===== src/spy_params.svh =====
// Spy port parameters

`ifndef SPY_PARAMS_SVH
`define SPY_PARAMS_SVH

// Number of debug slots, at most 16
`define SPY_NUM_SLOTS 4

// Data, control and status word width
`define SPY_WORD_W 16

// Clock cycles per serial bit
`define SPY_CLKS_PER_BIT 8

`endif


===== src/spy_pkg.sv =====
// Spy port types

`default_nettype none

`include "spy_params.svh"

package spy_pkg;

   typedef logic [`SPY_WORD_W-1:0] spy_word_t;
   typedef logic [3:0]             spy_addr_t;
   typedef logic [7:0]             spy_byte_t;

   // Upper nibble of a command byte
   typedef enum logic [3:0] {
      op_data3     = 4'h3,
      op_data2     = 4'h4,
      op_data1     = 4'h5,
      op_data0     = 4'h6,
      op_rd_status = 4'h8,
      op_rd_ctl    = 4'h9,
      op_wr_ctl    = 4'ha
   } spy_op_t;

   typedef enum logic [2:0] {
      cmd_idle,
      cmd_resp,
      cmd_send,
      cmd_wait_hi,
      cmd_wait_lo
   } spy_cmd_state_t;

   typedef enum logic [1:0] {
      rxs_idle,
      rxs_start,
      rxs_data,
      rxs_stop
   } uart_rx_state_t;

   typedef enum logic {
      txs_idle,
      txs_shift
   } uart_tx_state_t;

endpackage

`default_nettype wire


===== src/spy_cmd.sv =====
// Spy command interpreter

`timescale 1ns/1ps
`default_nettype none

module spy_cmd (
   input  logic               clk,
   input  logic               reset,
   input  logic               rx_valid,
   input  spy_pkg::spy_byte_t rx_byte,
   input  logic               tx_busy,
   output logic               tx_start,
   output spy_pkg::spy_byte_t tx_byte,
   output spy_pkg::spy_addr_t bus_addr,
   output spy_pkg::spy_word_t bus_wdata,
   output logic               bus_write,
   output logic               bus_read,
   output logic               bus_sel_status,
   input  spy_pkg::spy_word_t resp_word,
   input  logic               resp_valid
);
   import spy_pkg::*;

   spy_cmd_state_t state;
   spy_op_t        op;
   spy_word_t      data_reg;
   spy_word_t      reply;
   logic [1:0]     nib_idx;
   logic [3:0]     nibble;
   logic [3:0]     prefix;

   assign op        = spy_op_t'(rx_byte[7:4]);
   assign bus_wdata = data_reg;

   //////////////////////////////
   // Command decode and bus
   //////////////////////////////

   always_ff @(posedge clk) begin
      if (reset) begin
         state          <= cmd_idle;
         data_reg       <= '0;
         bus_addr       <= '0;
         bus_write      <= 1'b0;
         bus_read       <= 1'b0;
         bus_sel_status <= 1'b0;
         nib_idx        <= '0;
      end else begin
         bus_write <= 1'b0;
         bus_read  <= 1'b0;
         case (state)
            cmd_idle: begin
               // Bytes are only taken here
               if (rx_valid) begin
                  case (op)
                     op_data3: data_reg[15:12] <= rx_byte[3:0];
                     op_data2: data_reg[11:8]  <= rx_byte[3:0];
                     op_data1: data_reg[7:4]   <= rx_byte[3:0];
                     op_data0: data_reg[3:0]   <= rx_byte[3:0];
                     op_rd_status, op_rd_ctl: begin
                        bus_addr       <= rx_byte[3:0];
                        bus_sel_status <= (op == op_rd_status);
                        bus_read       <= 1'b1;
                        state          <= cmd_resp;
                     end
                     op_wr_ctl: begin
                        bus_addr  <= rx_byte[3:0];
                        bus_write <= 1'b1;
                     end
                     default: ;
                  endcase
               end
            end
            cmd_resp: begin
               if (resp_valid) begin
                  nib_idx <= '0;
                  state   <= cmd_send;
               end
            end
            // One send and two waits per reply byte
            cmd_send: state <= cmd_wait_hi;
            cmd_wait_hi: begin
               if (tx_busy)
                  state <= cmd_wait_lo;
            end
            cmd_wait_lo: begin
               if (!tx_busy) begin
                  if (nib_idx == 2'd3) begin
                     state <= cmd_idle;
                  end else begin
                     nib_idx <= nib_idx + 1'b1;
                     state   <= cmd_send;
                  end
               end
            end
            default: state <= cmd_idle;
         endcase
      end
   end

   // Response word held through the reply
   always_ff @(posedge clk) begin
      if (state == cmd_resp && resp_valid)
         reply <= resp_word;
   end

   //////////////////////////////
   // Reply byte
   //////////////////////////////

   always_comb begin
      case (nib_idx)
         2'd0:    nibble = reply[15:12];
         2'd1:    nibble = reply[11:8];
         2'd2:    nibble = reply[7:4];
         default: nibble = reply[3:0];
      endcase
   end

   // Prefix runs 3 to 6, most significant nibble first
   assign prefix   = 4'h3 + {2'b00, nib_idx};
   assign tx_byte  = {prefix, nibble};
   assign tx_start = (state == cmd_send);

endmodule

`default_nettype wire


===== src/spy_read_mux.sv =====
// Spy read selector

`timescale 1ns/1ps
`default_nettype none

`include "spy_params.svh"

module spy_read_mux (
   input  logic                                      clk,
   input  logic                                      reset,
   input  logic                                      bus_read,
   input  logic                                      bus_sel_status,
   input  spy_pkg::spy_addr_t                        bus_addr,
   input  logic [`SPY_NUM_SLOTS-1:0][`SPY_WORD_W-1:0] ctl_words,
   input  logic [`SPY_NUM_SLOTS-1:0][`SPY_WORD_W-1:0] status_words,
   output spy_pkg::spy_word_t                        resp_word,
   output logic                                      resp_valid
);
   import spy_pkg::*;

   spy_word_t sel_word;

   always_comb begin
      sel_word = '0;
      // Unpopulated addresses read as zero
      for (int i = 0; i < `SPY_NUM_SLOTS; i++) begin
         if (bus_addr == spy_addr_t'(i))
            sel_word = bus_sel_status ? status_words[i] : ctl_words[i];
      end
   end

   always_ff @(posedge clk) begin
      if (bus_read)
         resp_word <= sel_word;
   end

   always_ff @(posedge clk) begin
      if (reset)
         resp_valid <= 1'b0;
      else
         resp_valid <= bus_read;
   end

endmodule

`default_nettype wire


===== src/spy_reg_slot.sv =====
// Spy debug slot

`timescale 1ns/1ps
`default_nettype none

module spy_reg_slot #(
   parameter int SLOT_INDEX = 0
) (
   input  logic               clk,
   input  logic               reset,
   input  logic               bus_write,
   input  spy_pkg::spy_addr_t bus_addr,
   input  spy_pkg::spy_word_t bus_wdata,
   input  spy_pkg::spy_word_t status_in,
   output spy_pkg::spy_word_t ctl_word,
   output spy_pkg::spy_word_t status_sync
);
   import spy_pkg::*;

   logic      hit;
   spy_word_t status_meta;

   assign hit = bus_write && (bus_addr == spy_addr_t'(SLOT_INDEX));

   always_ff @(posedge clk) begin
      if (reset)
         ctl_word <= '0;
      else if (hit)
         ctl_word <= bus_wdata;
   end

   // Two flops for the asynchronous status word
   always_ff @(posedge clk) begin
      status_meta <= status_in;
      status_sync <= status_meta;
   end

endmodule

`default_nettype wire


===== src/spy_top.sv =====
// Spy port top level

`timescale 1ns/1ps
`default_nettype none

`include "spy_params.svh"

module spy_top (
   input  logic                                      clk,
   input  logic                                      reset,
   input  logic                                      rxd,
   output logic                                      txd,
   input  logic [`SPY_NUM_SLOTS-1:0][`SPY_WORD_W-1:0] status_in,
   output logic [`SPY_NUM_SLOTS-1:0][`SPY_WORD_W-1:0] ctl_out
);
   import spy_pkg::*;

   spy_byte_t rx_byte;
   logic      rx_valid;
   spy_byte_t tx_byte;
   logic      tx_start;
   logic      tx_busy;
   spy_addr_t bus_addr;
   spy_word_t bus_wdata;
   logic      bus_write;
   logic      bus_read;
   logic      bus_sel_status;
   spy_word_t resp_word;
   logic      resp_valid;

   logic [`SPY_NUM_SLOTS-1:0][`SPY_WORD_W-1:0] status_sync;

   //////////////////////////////
   // Serial side
   //////////////////////////////

   spy_uart_rx u_uart_rx (
      .clk      (clk),
      .reset    (reset),
      .rxd      (rxd),
      .rx_byte  (rx_byte),
      .rx_valid (rx_valid)
   );

   spy_uart_tx u_uart_tx (
      .clk      (clk),
      .reset    (reset),
      .tx_start (tx_start),
      .tx_byte  (tx_byte),
      .txd      (txd),
      .tx_busy  (tx_busy)
   );

   spy_cmd u_cmd (
      .clk            (clk),
      .reset          (reset),
      .rx_valid       (rx_valid),
      .rx_byte        (rx_byte),
      .tx_busy        (tx_busy),
      .tx_start       (tx_start),
      .tx_byte        (tx_byte),
      .bus_addr       (bus_addr),
      .bus_wdata      (bus_wdata),
      .bus_write      (bus_write),
      .bus_read       (bus_read),
      .bus_sel_status (bus_sel_status),
      .resp_word      (resp_word),
      .resp_valid     (resp_valid)
   );

   //////////////////////////////
   // Register side
   //////////////////////////////

   for (genvar gi = 0; gi < `SPY_NUM_SLOTS; gi++) begin : g_slot
      spy_reg_slot #(
         .SLOT_INDEX (gi)
      ) u_slot (
         .clk         (clk),
         .reset       (reset),
         .bus_write   (bus_write),
         .bus_addr    (bus_addr),
         .bus_wdata   (bus_wdata),
         .status_in   (status_in[gi]),
         .ctl_word    (ctl_out[gi]),
         .status_sync (status_sync[gi])
      );
   end

   spy_read_mux u_read_mux (
      .clk            (clk),
      .reset          (reset),
      .bus_read       (bus_read),
      .bus_sel_status (bus_sel_status),
      .bus_addr       (bus_addr),
      .ctl_words      (ctl_out),
      .status_words   (status_sync),
      .resp_word      (resp_word),
      .resp_valid     (resp_valid)
   );

endmodule

`default_nettype wire


===== src/spy_uart_rx.sv =====
// UART receiver

`timescale 1ns/1ps
`default_nettype none

`include "spy_params.svh"

module spy_uart_rx (
   input  logic               clk,
   input  logic               reset,
   input  logic               rxd,
   output spy_pkg::spy_byte_t rx_byte,
   output logic               rx_valid
);
   import spy_pkg::*;

   localparam int CPB   = `SPY_CLKS_PER_BIT;
   localparam int CNT_W = $clog2(CPB + 1);

   uart_rx_state_t   state;
   logic             rxd_meta;
   logic             rxd_sync;
   logic             rxd_prev;
   logic [CNT_W-1:0] cnt;
   logic [2:0]       bit_idx;
   spy_byte_t        shreg;
   logic             bit_end;
   logic             half_bit;

   assign bit_end  = (cnt == CNT_W'(CPB - 1));
   assign half_bit = (cnt == CNT_W'(CPB / 2 - 1));

   // Line synchronizer, idles high
   always_ff @(posedge clk) begin
      if (reset) begin
         rxd_meta <= 1'b1;
         rxd_sync <= 1'b1;
         rxd_prev <= 1'b1;
      end else begin
         rxd_meta <= rxd;
         rxd_sync <= rxd_meta;
         rxd_prev <= rxd_sync;
      end
   end

   always_ff @(posedge clk) begin
      if (reset) begin
         state    <= rxs_idle;
         cnt      <= '0;
         bit_idx  <= '0;
         rx_valid <= 1'b0;
      end else begin
         rx_valid <= 1'b0;
         cnt      <= cnt + 1'b1;
         case (state)
            rxs_idle: begin
               cnt <= '0;
               // Falling edge starts a frame
               if (rxd_prev && !rxd_sync)
                  state <= rxs_start;
            end
            rxs_start: begin
               if (half_bit) begin
                  cnt     <= '0;
                  bit_idx <= '0;
                  state   <= rxd_sync ? rxs_idle : rxs_data;
               end
            end
            rxs_data: begin
               if (bit_end) begin
                  cnt     <= '0;
                  bit_idx <= bit_idx + 1'b1;
                  if (bit_idx == 3'd7)
                     state <= rxs_stop;
               end
            end
            rxs_stop: begin
               if (bit_end) begin
                  // Low stop bit means a framing error
                  rx_valid <= rxd_sync;
                  state    <= rxs_idle;
               end
            end
            default: state <= rxs_idle;
         endcase
      end
   end

   // LSB first, shift in from the top
   always_ff @(posedge clk) begin
      if (state == rxs_data && bit_end)
         shreg <= {rxd_sync, shreg[7:1]};
      if (state == rxs_stop && bit_end)
         rx_byte <= shreg;
   end

endmodule

`default_nettype wire


===== src/spy_uart_tx.sv =====
// UART transmitter

`timescale 1ns/1ps
`default_nettype none

`include "spy_params.svh"

module spy_uart_tx (
   input  logic               clk,
   input  logic               reset,
   input  logic               tx_start,
   input  spy_pkg::spy_byte_t tx_byte,
   output logic               txd,
   output logic               tx_busy
);
   import spy_pkg::*;

   localparam int CPB   = `SPY_CLKS_PER_BIT;
   localparam int CNT_W = $clog2(CPB + 1);

   uart_tx_state_t   state;
   logic [9:0]       frame;
   logic [CNT_W-1:0] cnt;
   logic [3:0]       bit_cnt;

   // Line follows the low end of the frame
   assign txd = frame[0];

   always_ff @(posedge clk) begin
      if (reset) begin
         state   <= txs_idle;
         frame   <= '1;
         cnt     <= '0;
         bit_cnt <= '0;
         tx_busy <= 1'b0;
      end else begin
         case (state)
            txs_idle: begin
               if (tx_start) begin
                  // Stop, data, start
                  frame   <= {1'b1, tx_byte, 1'b0};
                  cnt     <= '0;
                  bit_cnt <= '0;
                  tx_busy <= 1'b1;
                  state   <= txs_shift;
               end
            end
            txs_shift: begin
               cnt <= cnt + 1'b1;
               if (cnt == CNT_W'(CPB - 1)) begin
                  cnt     <= '0;
                  frame   <= {1'b1, frame[9:1]};
                  bit_cnt <= bit_cnt + 1'b1;
                  if (bit_cnt == 4'd9) begin
                     tx_busy <= 1'b0;
                     state   <= txs_idle;
                  end
               end
            end
            default: state <= txs_idle;
         endcase
      end
   end

endmodule

`default_nettype wire

===== config.mk =====
export PLATFORM = sky130hd
export DESIGN_NAME = spy_top
export DESIGN_NICKNAME = d
export VERILOG_FILES = /design/src/spy_pkg.sv /design/src/spy_cmd.sv /design/src/spy_read_mux.sv /design/src/spy_reg_slot.sv /design/src/spy_top.sv /design/src/spy_uart_rx.sv /design/src/spy_uart_tx.sv
export VERILOG_INCLUDE_DIRS = /design/src /design/src/src
export SDC_FILE = /design/constraint.sdc
export NUM_CORES = 1
export LEC_CHECK = 0
export ABC_AREA = 1
export BUFFER_PORTS_ARGS = -buffer_cell sky130_fd_sc_hd__buf_2
export CORE_MARGIN = 3
export CORE_UTILIZATION = 57
export DETAILED_ROUTE_END_ITERATION = 16
export PLACE_DENSITY = 0.79
export SLEW_MARGIN = 20
export SYNTH_ARGS = -nofsm -noshare
export SYNTH_HDL_FRONTEND = slang
export SYNTH_SLANG_ARGS = --single-unit

===== constraint.sdc =====
create_clock -name clk -period 2.11 [get_ports clk]
set_input_delay 0.633 -clock clk [delete_from_list [all_inputs] [get_ports clk]]
set_output_delay 0.633 -clock clk [all_outputs]
set_load 0.02 [all_outputs]

==> results of run 1 <==
[area by class of cell]
type	count	area, um^2	share of cell area
multi-input cells	607	2970	0.246
clock buffers	37	828	0.0686
flip-flops and latches	301	6510	0.539
well taps	225	282	0.0233
repair buffers	144	803	0.0665
clock inverters	15	233	0.0193
inverters	120	450	0.0373
[cell families (layout without fill, tap and decap cells)]
logic type | Yosys count | in the layout
AO/OA/AOI/OAI | 277 | 277
XOR/XNOR | 1 | 1
adder cells (fa/ha/maj) | 15 | 15
buffers and inverters | 167 | 316
flip-flops | 301 | 301
AND/OR/NAND/NOR | 314 | 314
[synthesized netlist by cell type]
| cell | instances |
|---|---|
| ha_1 | 15 |
| a21oi_1 | 94 |
| edfxtp_1 | 48 |
| dfxtp_1 | 253 |
| clkbuf_1 | 29 |
| nor4_1 | 1 |
| or2_2 | 3 |
| a22oi_1 | 1 |
| nor3_4 | 2 |
| and3_1 | 1 |
| nand3_1 | 28 |
| inv_2 | 1 |
| nor2_1 | 77 |
| buf_1 | 3 |
| nand4_1 | 9 |
| o2111ai_1 | 15 |
| nand2_4 | 1 |
| nor2_4 | 1 |
| nand3_2 | 1 |
| buf_6 | 3 |
| o21ai_0 | 141 |
| nor3_1 | 1 |
| nor2_2 | 2 |
| o21ai_1 | 15 |
| inv_1 | 119 |
| o211ai_1 | 9 |
| nand2_1 | 186 |
| a31oi_1 | 2 |
| buf_2 | 12 |
| xor2_1 | 1 |
| nand2_2 | 1 |
[worst paths after layout]
kind | end | startpoint | slack [ns] | cells past startpoint
setup / recovery | u_cmd.bus_wdata[1]$_SDFFE_PP0P_ | u_cmd.state[2]$_SDFFE_PP0P_ | 0.33 | 8
hold / removal | g_slot[0].u_slot.status_meta[4]$_DFF_P_ | status_in[4] | 0.19 | 1
setup reg to reg | u_cmd.bus_wdata[1]$_SDFFE_PP0P_ | u_cmd.state[2]$_SDFFE_PP0P_ | 0.33 | 8
hold reg to reg | g_slot[0].u_slot.status_sync[5]$_DFF_P_ | g_slot[0].u_slot.status_meta[5]$_DFF_P_ | 0.32 | 0
[routing by layer]
layer  global-route usage  part of all wire
met3               0.0416             0.088
met4               0.0984             0.038
met1                0.344              0.41
met2                0.422              0.47
met5                    0                 0
[metrics by stage]
stage                     hold slack (ns)  area [um^2]
after detailed placement            0.312        11000
after global placement              0.310        11000
final                               0.191        12100
after floorplan                     0.310        10100
after global routing                0.181        12100
after CTS                           0.185        12100
[state kept, by name, summed over array words and instances (netlist names), 2 cells and up, named ones only]
name and flops:
u_read_mux.resp_word 16, u_uart_tx.cnt 4, g_slot.u_slot.ctl_word 64, u_cmd.reply 16, u_uart_rx.bit_idx 3, u_cmd.bus_addr 4, g_slot.u_slot.status_meta 64, u_uart_tx.bit_cnt 4
u_cmd.nib_idx 2, u_uart_tx.frame 9, u_uart_rx.rx_byte 8, g_slot.u_slot.status_sync 64, u_uart_rx.cnt 4, u_cmd.state 3, u_cmd.bus_wdata 16, u_uart_rx.shreg 8
[power by group]
part | total, mW | internal, mW | switching (mW)
clock | 5.66 | 3.50 | 2.16
combinational | 1.04 | 0.377 | 0.668
sequential | 6.31 | 6.12 | 0.192
total | 13.0 | 9.99 | 3.02
==> impl_results.md, run 1 <==
- CP startpoint kind: flip-flop
- Slew margin rel.: 0.508
- Max Cap Violations: 0
- Final Core Density: 0.696
- Largest net degree at the start of global routing: 97
- Number of synthesized register bits: 301
- Post-synth net total: 1,157
- Most common cell on crit path: nor2_1
- Core Rows: 48
- Placed insts: 1,397
- TritonRoute pass-1 iters: 5
- Type of the worst min-delay path: input pin to flip-flop
- CP max stage delay: 0.35 ns
- Yosys warnings: 0
- # DRC: 0
- Biggest area consumer among synthesized cells: dfxtp_1
- Post_cts resized: 0
- Post-Synth XOR/XNOR Area: 0.000864
- Synth Instances: 1,075
- Setup-failing EPs final: 0
- Final net count: 1,284
- Clk Latency, worst-skew pair: 0.54 ns
- Detailed placer's ending HPWL: 17,000 um
- CP required: 2.53 ns
- Crit-path cells: nor2_1 -> nand2_1 -> nor2_2 -> nand2_1 -> nor2_1 -> inv_1 -> nor2_1 -> nor2_1
- Vias in the first global route: 7,538
- Core area: 17,400 um^2
- First-pass GRT wire length: 39,900 um
- IO Count: 132
- Total GRT Usage: 0.257
- Final Hold Fails: 0
- Least-Margin Pin Slew: 0.738 ns
- Final WS setup: 0.326 ns
- H-tree depth: 1
- Initial antenna violation count: 0
- CP bufs+invs: 1
- Worst-path fanout max: 9
- Netlist cell types: 31
- Skew final: 0.00720 ns
- Tot Pwr: 13.0 mW
- Drt initial violations: 765
- DIE AREA: 19,400 um^2
- # hold bufs at CTS: 0
- Wire per inst: 17.5 um
- Setup Total Neg Slack: 0 ns
- Synth Area in Adders: 0.0185
- Clock Tree Buf Depth: 3
- Fin. max-slew vios: 0
- Pwr per Cell Area: 1080 nW/um^2
- Via count: 7,875
- Sequential area share after synthesis: 0.642
- CP max-delay cell: dfxtp_1
- Die Ht: 139 um
- Delay-heaviest family, CP: simple AND/OR/NAND/NOR gates
- CTS root buf: clkbuf_16
- RSZ-0062 raised after global routing: no
- Filler Cell Count: 1,256
- Clk sink count: 301
- Layout cell share with drive strength beyond 1: 0.167
- Final Cycle Share: 0.845
- Critical path endpoint category: flip-flop
- Num CTS Buffers: 28
- Die Span X: 139 um
- Place WS: 0.411 ns
- Fmax: 0.561 GHz
- Post-Synth Simple-Gate Area: 0.129
- Clock slew at reported path FFs: 0.07 ns
- Synth Area in Compound Gates: 0.145
- Routed Antenna Nets: 0
- DRT Wirelength: 25,300 um
- Outcome: finished, final reports clean
- Syn_area_per_cell: 9.43 um^2
- I/O Buffers: 131
- # diodes: 0
- Commonest non-fill, non-tap cell in the layout: dfxtp_1
- Post-CTS Setup Inserts: 0
- Synth-to-layout area growth: 19.1%
- GPL Wtd Cong: 0.914
- Most frequent cells in the layout: dfxtp_1 (252), nand2_1 (186), o21ai_0 (141)
- Leak: 5.02 nW
- CTS tree: built
- Arrival @ worst endpoint: 2.21 ns
- Ranking of synthesized cells by area: dfxtp_1 (50%), edfxtp_1 (14%), o21ai_0 (7.0%)
- Final cell count without fillers: 1,449
- Period minus WS final: 1.78 ns
- Total congestion overflow: 0
- Initial Util: 0.584
- Post-Syn Area: 10,100 um^2
- Top cell type's share of synthesized area: 0.499
- VDD IR-drop max: 0.806 mV
- Post-synthesis mux area share: 0
- Setup CP Type: flip-flop to flip-flop
- Largest family of logic cells by synthesized area: compound AO/OA/AOI/OAI gates
- Via-per-instance ratio: 5.43
Power figures use the tool's default switching activity.
==> run 2, diff against run 1 <==
--- a/config.mk
+++ b/config.mk
@@ -9,9 +9,9 @@
 export ABC_AREA = 1
 export BUFFER_PORTS_ARGS = -buffer_cell sky130_fd_sc_hd__buf_2
 export CORE_MARGIN = 3
-export CORE_UTILIZATION = 57
+export CORE_UTILIZATION = 51
 export DETAILED_ROUTE_END_ITERATION = 16
-export PLACE_DENSITY = 0.79
+export PLACE_DENSITY = 0.75
 export SLEW_MARGIN = 20
 export SYNTH_ARGS = -nofsm -noshare
 export SYNTH_HDL_FRONTEND = slang
==> constraint.sdc (replaced) <==
create_clock -name clk -period 1.55 [get_ports clk]
set_input_delay 0.465 -clock clk [delete_from_list [all_inputs] [get_ports clk]]
set_output_delay 0.465 -clock clk [all_outputs]
set_load 0.02 [all_outputs]
==> impl_results.md, run 2 (synthesis gave the netlist of run 1 again) <==
- Outcome: finished, final reports clean
- Period minus WS final: 1.54 ns
- Critical path endpoint category: output port
- Largest registers: g_slot.u_slot.ctl_word: 64 flops, g_slot.u_slot.status_meta: 64 flops, g_slot.u_slot.status_sync: 64 flops
- Start of the worst register-to-register path: u_cmd.bus_sel_status$_SDFFE_PP0P_
- CP bufs+invs: 1 (unchanged)
- Clock Tree Buf Depth: 3 (unchanged)
- Routed Antenna Nets: 0 (unchanged)
- Clk Latency, worst-skew pair: 0.58 ns (+0.04 ns)
- TritonRoute pass-1 iters: 6 (+1)
- Tot Pwr: 18.0 mW (+38%)
- Core Rows: 50 (+4.2%)
- Setup CP Type: flip-flop to output port
- Most frequent cells in the layout: dfxtp_1 (196), nand2_1 (185), o21ai_0 (135)
- Crit-path cells: buf_4
- Via-per-instance ratio: 5.37 (-1.2%)
- CP startpoint kind: flip-flop
- R2R setup slack: 0.06 ns (-0.27 ns)
- Via count: 8,375 (+6.3%)
- Slew margin rel.: 0.682 (+0.175)
- CP max stage delay: 0.35 ns (about the same)
- Clock slew at reported path FFs: 0.07 ns (about the same)
- Die Ht: 147 um (+5.5%)
- Drt initial violations: 839 (+9.7%)
- Footprint of the multi-input gates: 3020 um^2 (+1.6%)
- Arrival @ worst endpoint: 1.08 ns (-1.13 ns)
- Setup-failing EPs final: 0 (unchanged)
- Num CTS Buffers: 30 (+7.1%)
- VDD IR-drop max: 1.49 mV (+85%)
- Final Core Density: 0.689 (-0.00669)
- H-tree depth: 1 (unchanged)
- Detailed placer's ending HPWL: 16,800 um (-1.2%)
- CTS root buf: clkbuf_16
- Final Cycle Share: 0.996
- R2R depth: 4 (-4)
- Largest net degree at the start of global routing: 97 (unchanged)
- DRT Wirelength: 28,800 um (+14%)
- CTS tree: built
- Final Hold Fails: 0 (unchanged)
- # diodes: 0 (unchanged)
- Filler Cell Count: 1,393 (+11%)
- Initial antenna violation count: 0 (unchanged)
- Layout cell share with drive strength beyond 1: 0.222 (+0.0550)
- DIE AREA: 21,600 um^2 (+11%)
- Leak: 5.39 nW (+7.5%)
- Met3 routed WL: 2740 um (+23%)
- Die Span X: 147 um (+5.5%)
- Fin. max-slew vios: 0 (unchanged)
- I/O Buffers: 131 (unchanged)
- Pwr per Cell Area: 1360 nW/um^2 (+27%)
- CP required: 1.08 ns (-1.45 ns)
- Fmax: 0.648 GHz
- Type of the worst min-delay path: input pin to flip-flop
- Max Cap Violations: 0 (unchanged)
- WP depth: 1 (-7)
- Core area: 19,100 um^2 (+10%)
- Synth-to-layout area growth: 30.1%
- Delay-heaviest family, CP: flip-flops
- First-pass GRT wire length: 41,900 um (+4.9%)
- Critical Path Start: g_slot[3].u_slot.ctl_word[8]$_SDFFE_PP0P_
- # DRC: 0 (unchanged)
- WL met1: 10,900 um (+5.9%)
- CP max-delay cell: dfxtp_2
- Least-Margin Pin Slew: 0.476 ns (-0.262 ns)
- Reg area: 6590 um^2 (+1.2%)
- Wire per inst: 18.5 um (+5.9%)
- Commonest non-fill, non-tap cell in the layout: dfxtp_1
- Vias in the first global route: 7,836 (+4.0%)
- Met2 routed WL: 13,900 um (+17%)
- Total GRT Usage: 0.244 (-0.0125)
- Final net count: 1,357 (+5.7%)
- Skew final: 0.0371 ns (+0.0299 ns)
- IO Count: 132 (unchanged)
- Reg2reg end: u_read_mux.resp_word[5]$_DFFE_PP_
- Top Layer Used: met4
- Worst-path fanout max: 2 (-7)
- Total congestion overflow: 0 (unchanged)
- Initial Util: 0.530 (-0.0545)
- CP endpoint: ctl_out[56]
- Clk sink count: 301 (unchanged)
- GPL Wtd Cong: 0.896 (-1.9%)
## run 2: cell count changes in the layout (fill, tap and decap cells not counted), sizes merged
cell	change
bufinv	-2
buf	+12
clkinv	+2
dlygate4sd3	+58
inv	+4
clkbuf	+1
## run 2: power breakdown
group,internal [mW],switching [mW],total (mW),leakage (nW)
sequential,8.33,0.264,8.59,2.56
clock,4.54,3.22,7.76,0.526
combinational,0.669,0.980,1.65,2.31
total,13.5,4.46,18.0,5.39
## run 2: per-stage QoR
step	area [um^2]	std cells	TNS (ns)	hold WS, ns	worst slack [ns]
2_1_floorplan	10100	1075	0	0.310	0.0715
3_3_place_gp	11200	1443	0	0.311	0.0596
3_5_place_dp	11200	1443	-0.00442	0.312	-0.00442
4_1_cts	13000	1554	0	0.00633	0.000768
5_1_grt	13200	1559	-0.0878	-0.00669	-0.0191
6_report	13200	1559	0	0.0131	0.00654
## run 2: area by class of cell
| type | count | area share |
|---|---|---|
| Clock buffer | 37 | 0.0629 |
| Timing Repair Buffer | 215 | 0.132 |
| Clock inverter | 19 | 0.0187 |
| Inverter | 120 | 0.0342 |
| Sequential cell | 301 | 0.499 |
| Multi-Input combinational cell | 607 | 0.229 |
| Tap cell | 260 | 0.0247 |
## run 2: how the worst min path moves through the flow
stage	start	endpoint	depth (start not counted)
after floorplan	g_slot[0].u_slot.status_meta[0]$_DFF_P_	g_slot[0].u_slot.status_sync[0]$_DFF_P_	0
after global placement	g_slot[1].u_slot.status_meta[2]$_DFF_P_	g_slot[1].u_slot.status_sync[2]$_DFF_P_	0
after detailed placement	g_slot[0].u_slot.status_meta[14]$_DFF_P_	g_slot[0].u_slot.status_sync[14]$_DFF_P_	0
after CTS	status_in[43]	g_slot[2].u_slot.status_meta[11]$_DFF_P_	1
after global routing	status_in[45]	g_slot[2].u_slot.status_meta[13]$_DFF_P_	1
final	status_in[44]	g_slot[2].u_slot.status_meta[12]$_DFF_P_	1
## run 2: routing by layer
metal | track usage | up-vias
met2 | 0.412 | 458
met1 | 0.316 | 3883
li1 | - | 3939
met4 | 0.0829 | 0
met3 | 0.0500 | 95
met5 | 0 | -
## run 2: repair_timing
item | CTS | global route
hold buffers | 55 | 3
endpoints found under the setup margin | 59 | 103
endpoints found under the hold margin | 55 | 3
pin swaps | 0 | 1
buffers inserted | 0 | 1
gates cloned | 0 | 1
gates resized for setup | 98 | 61
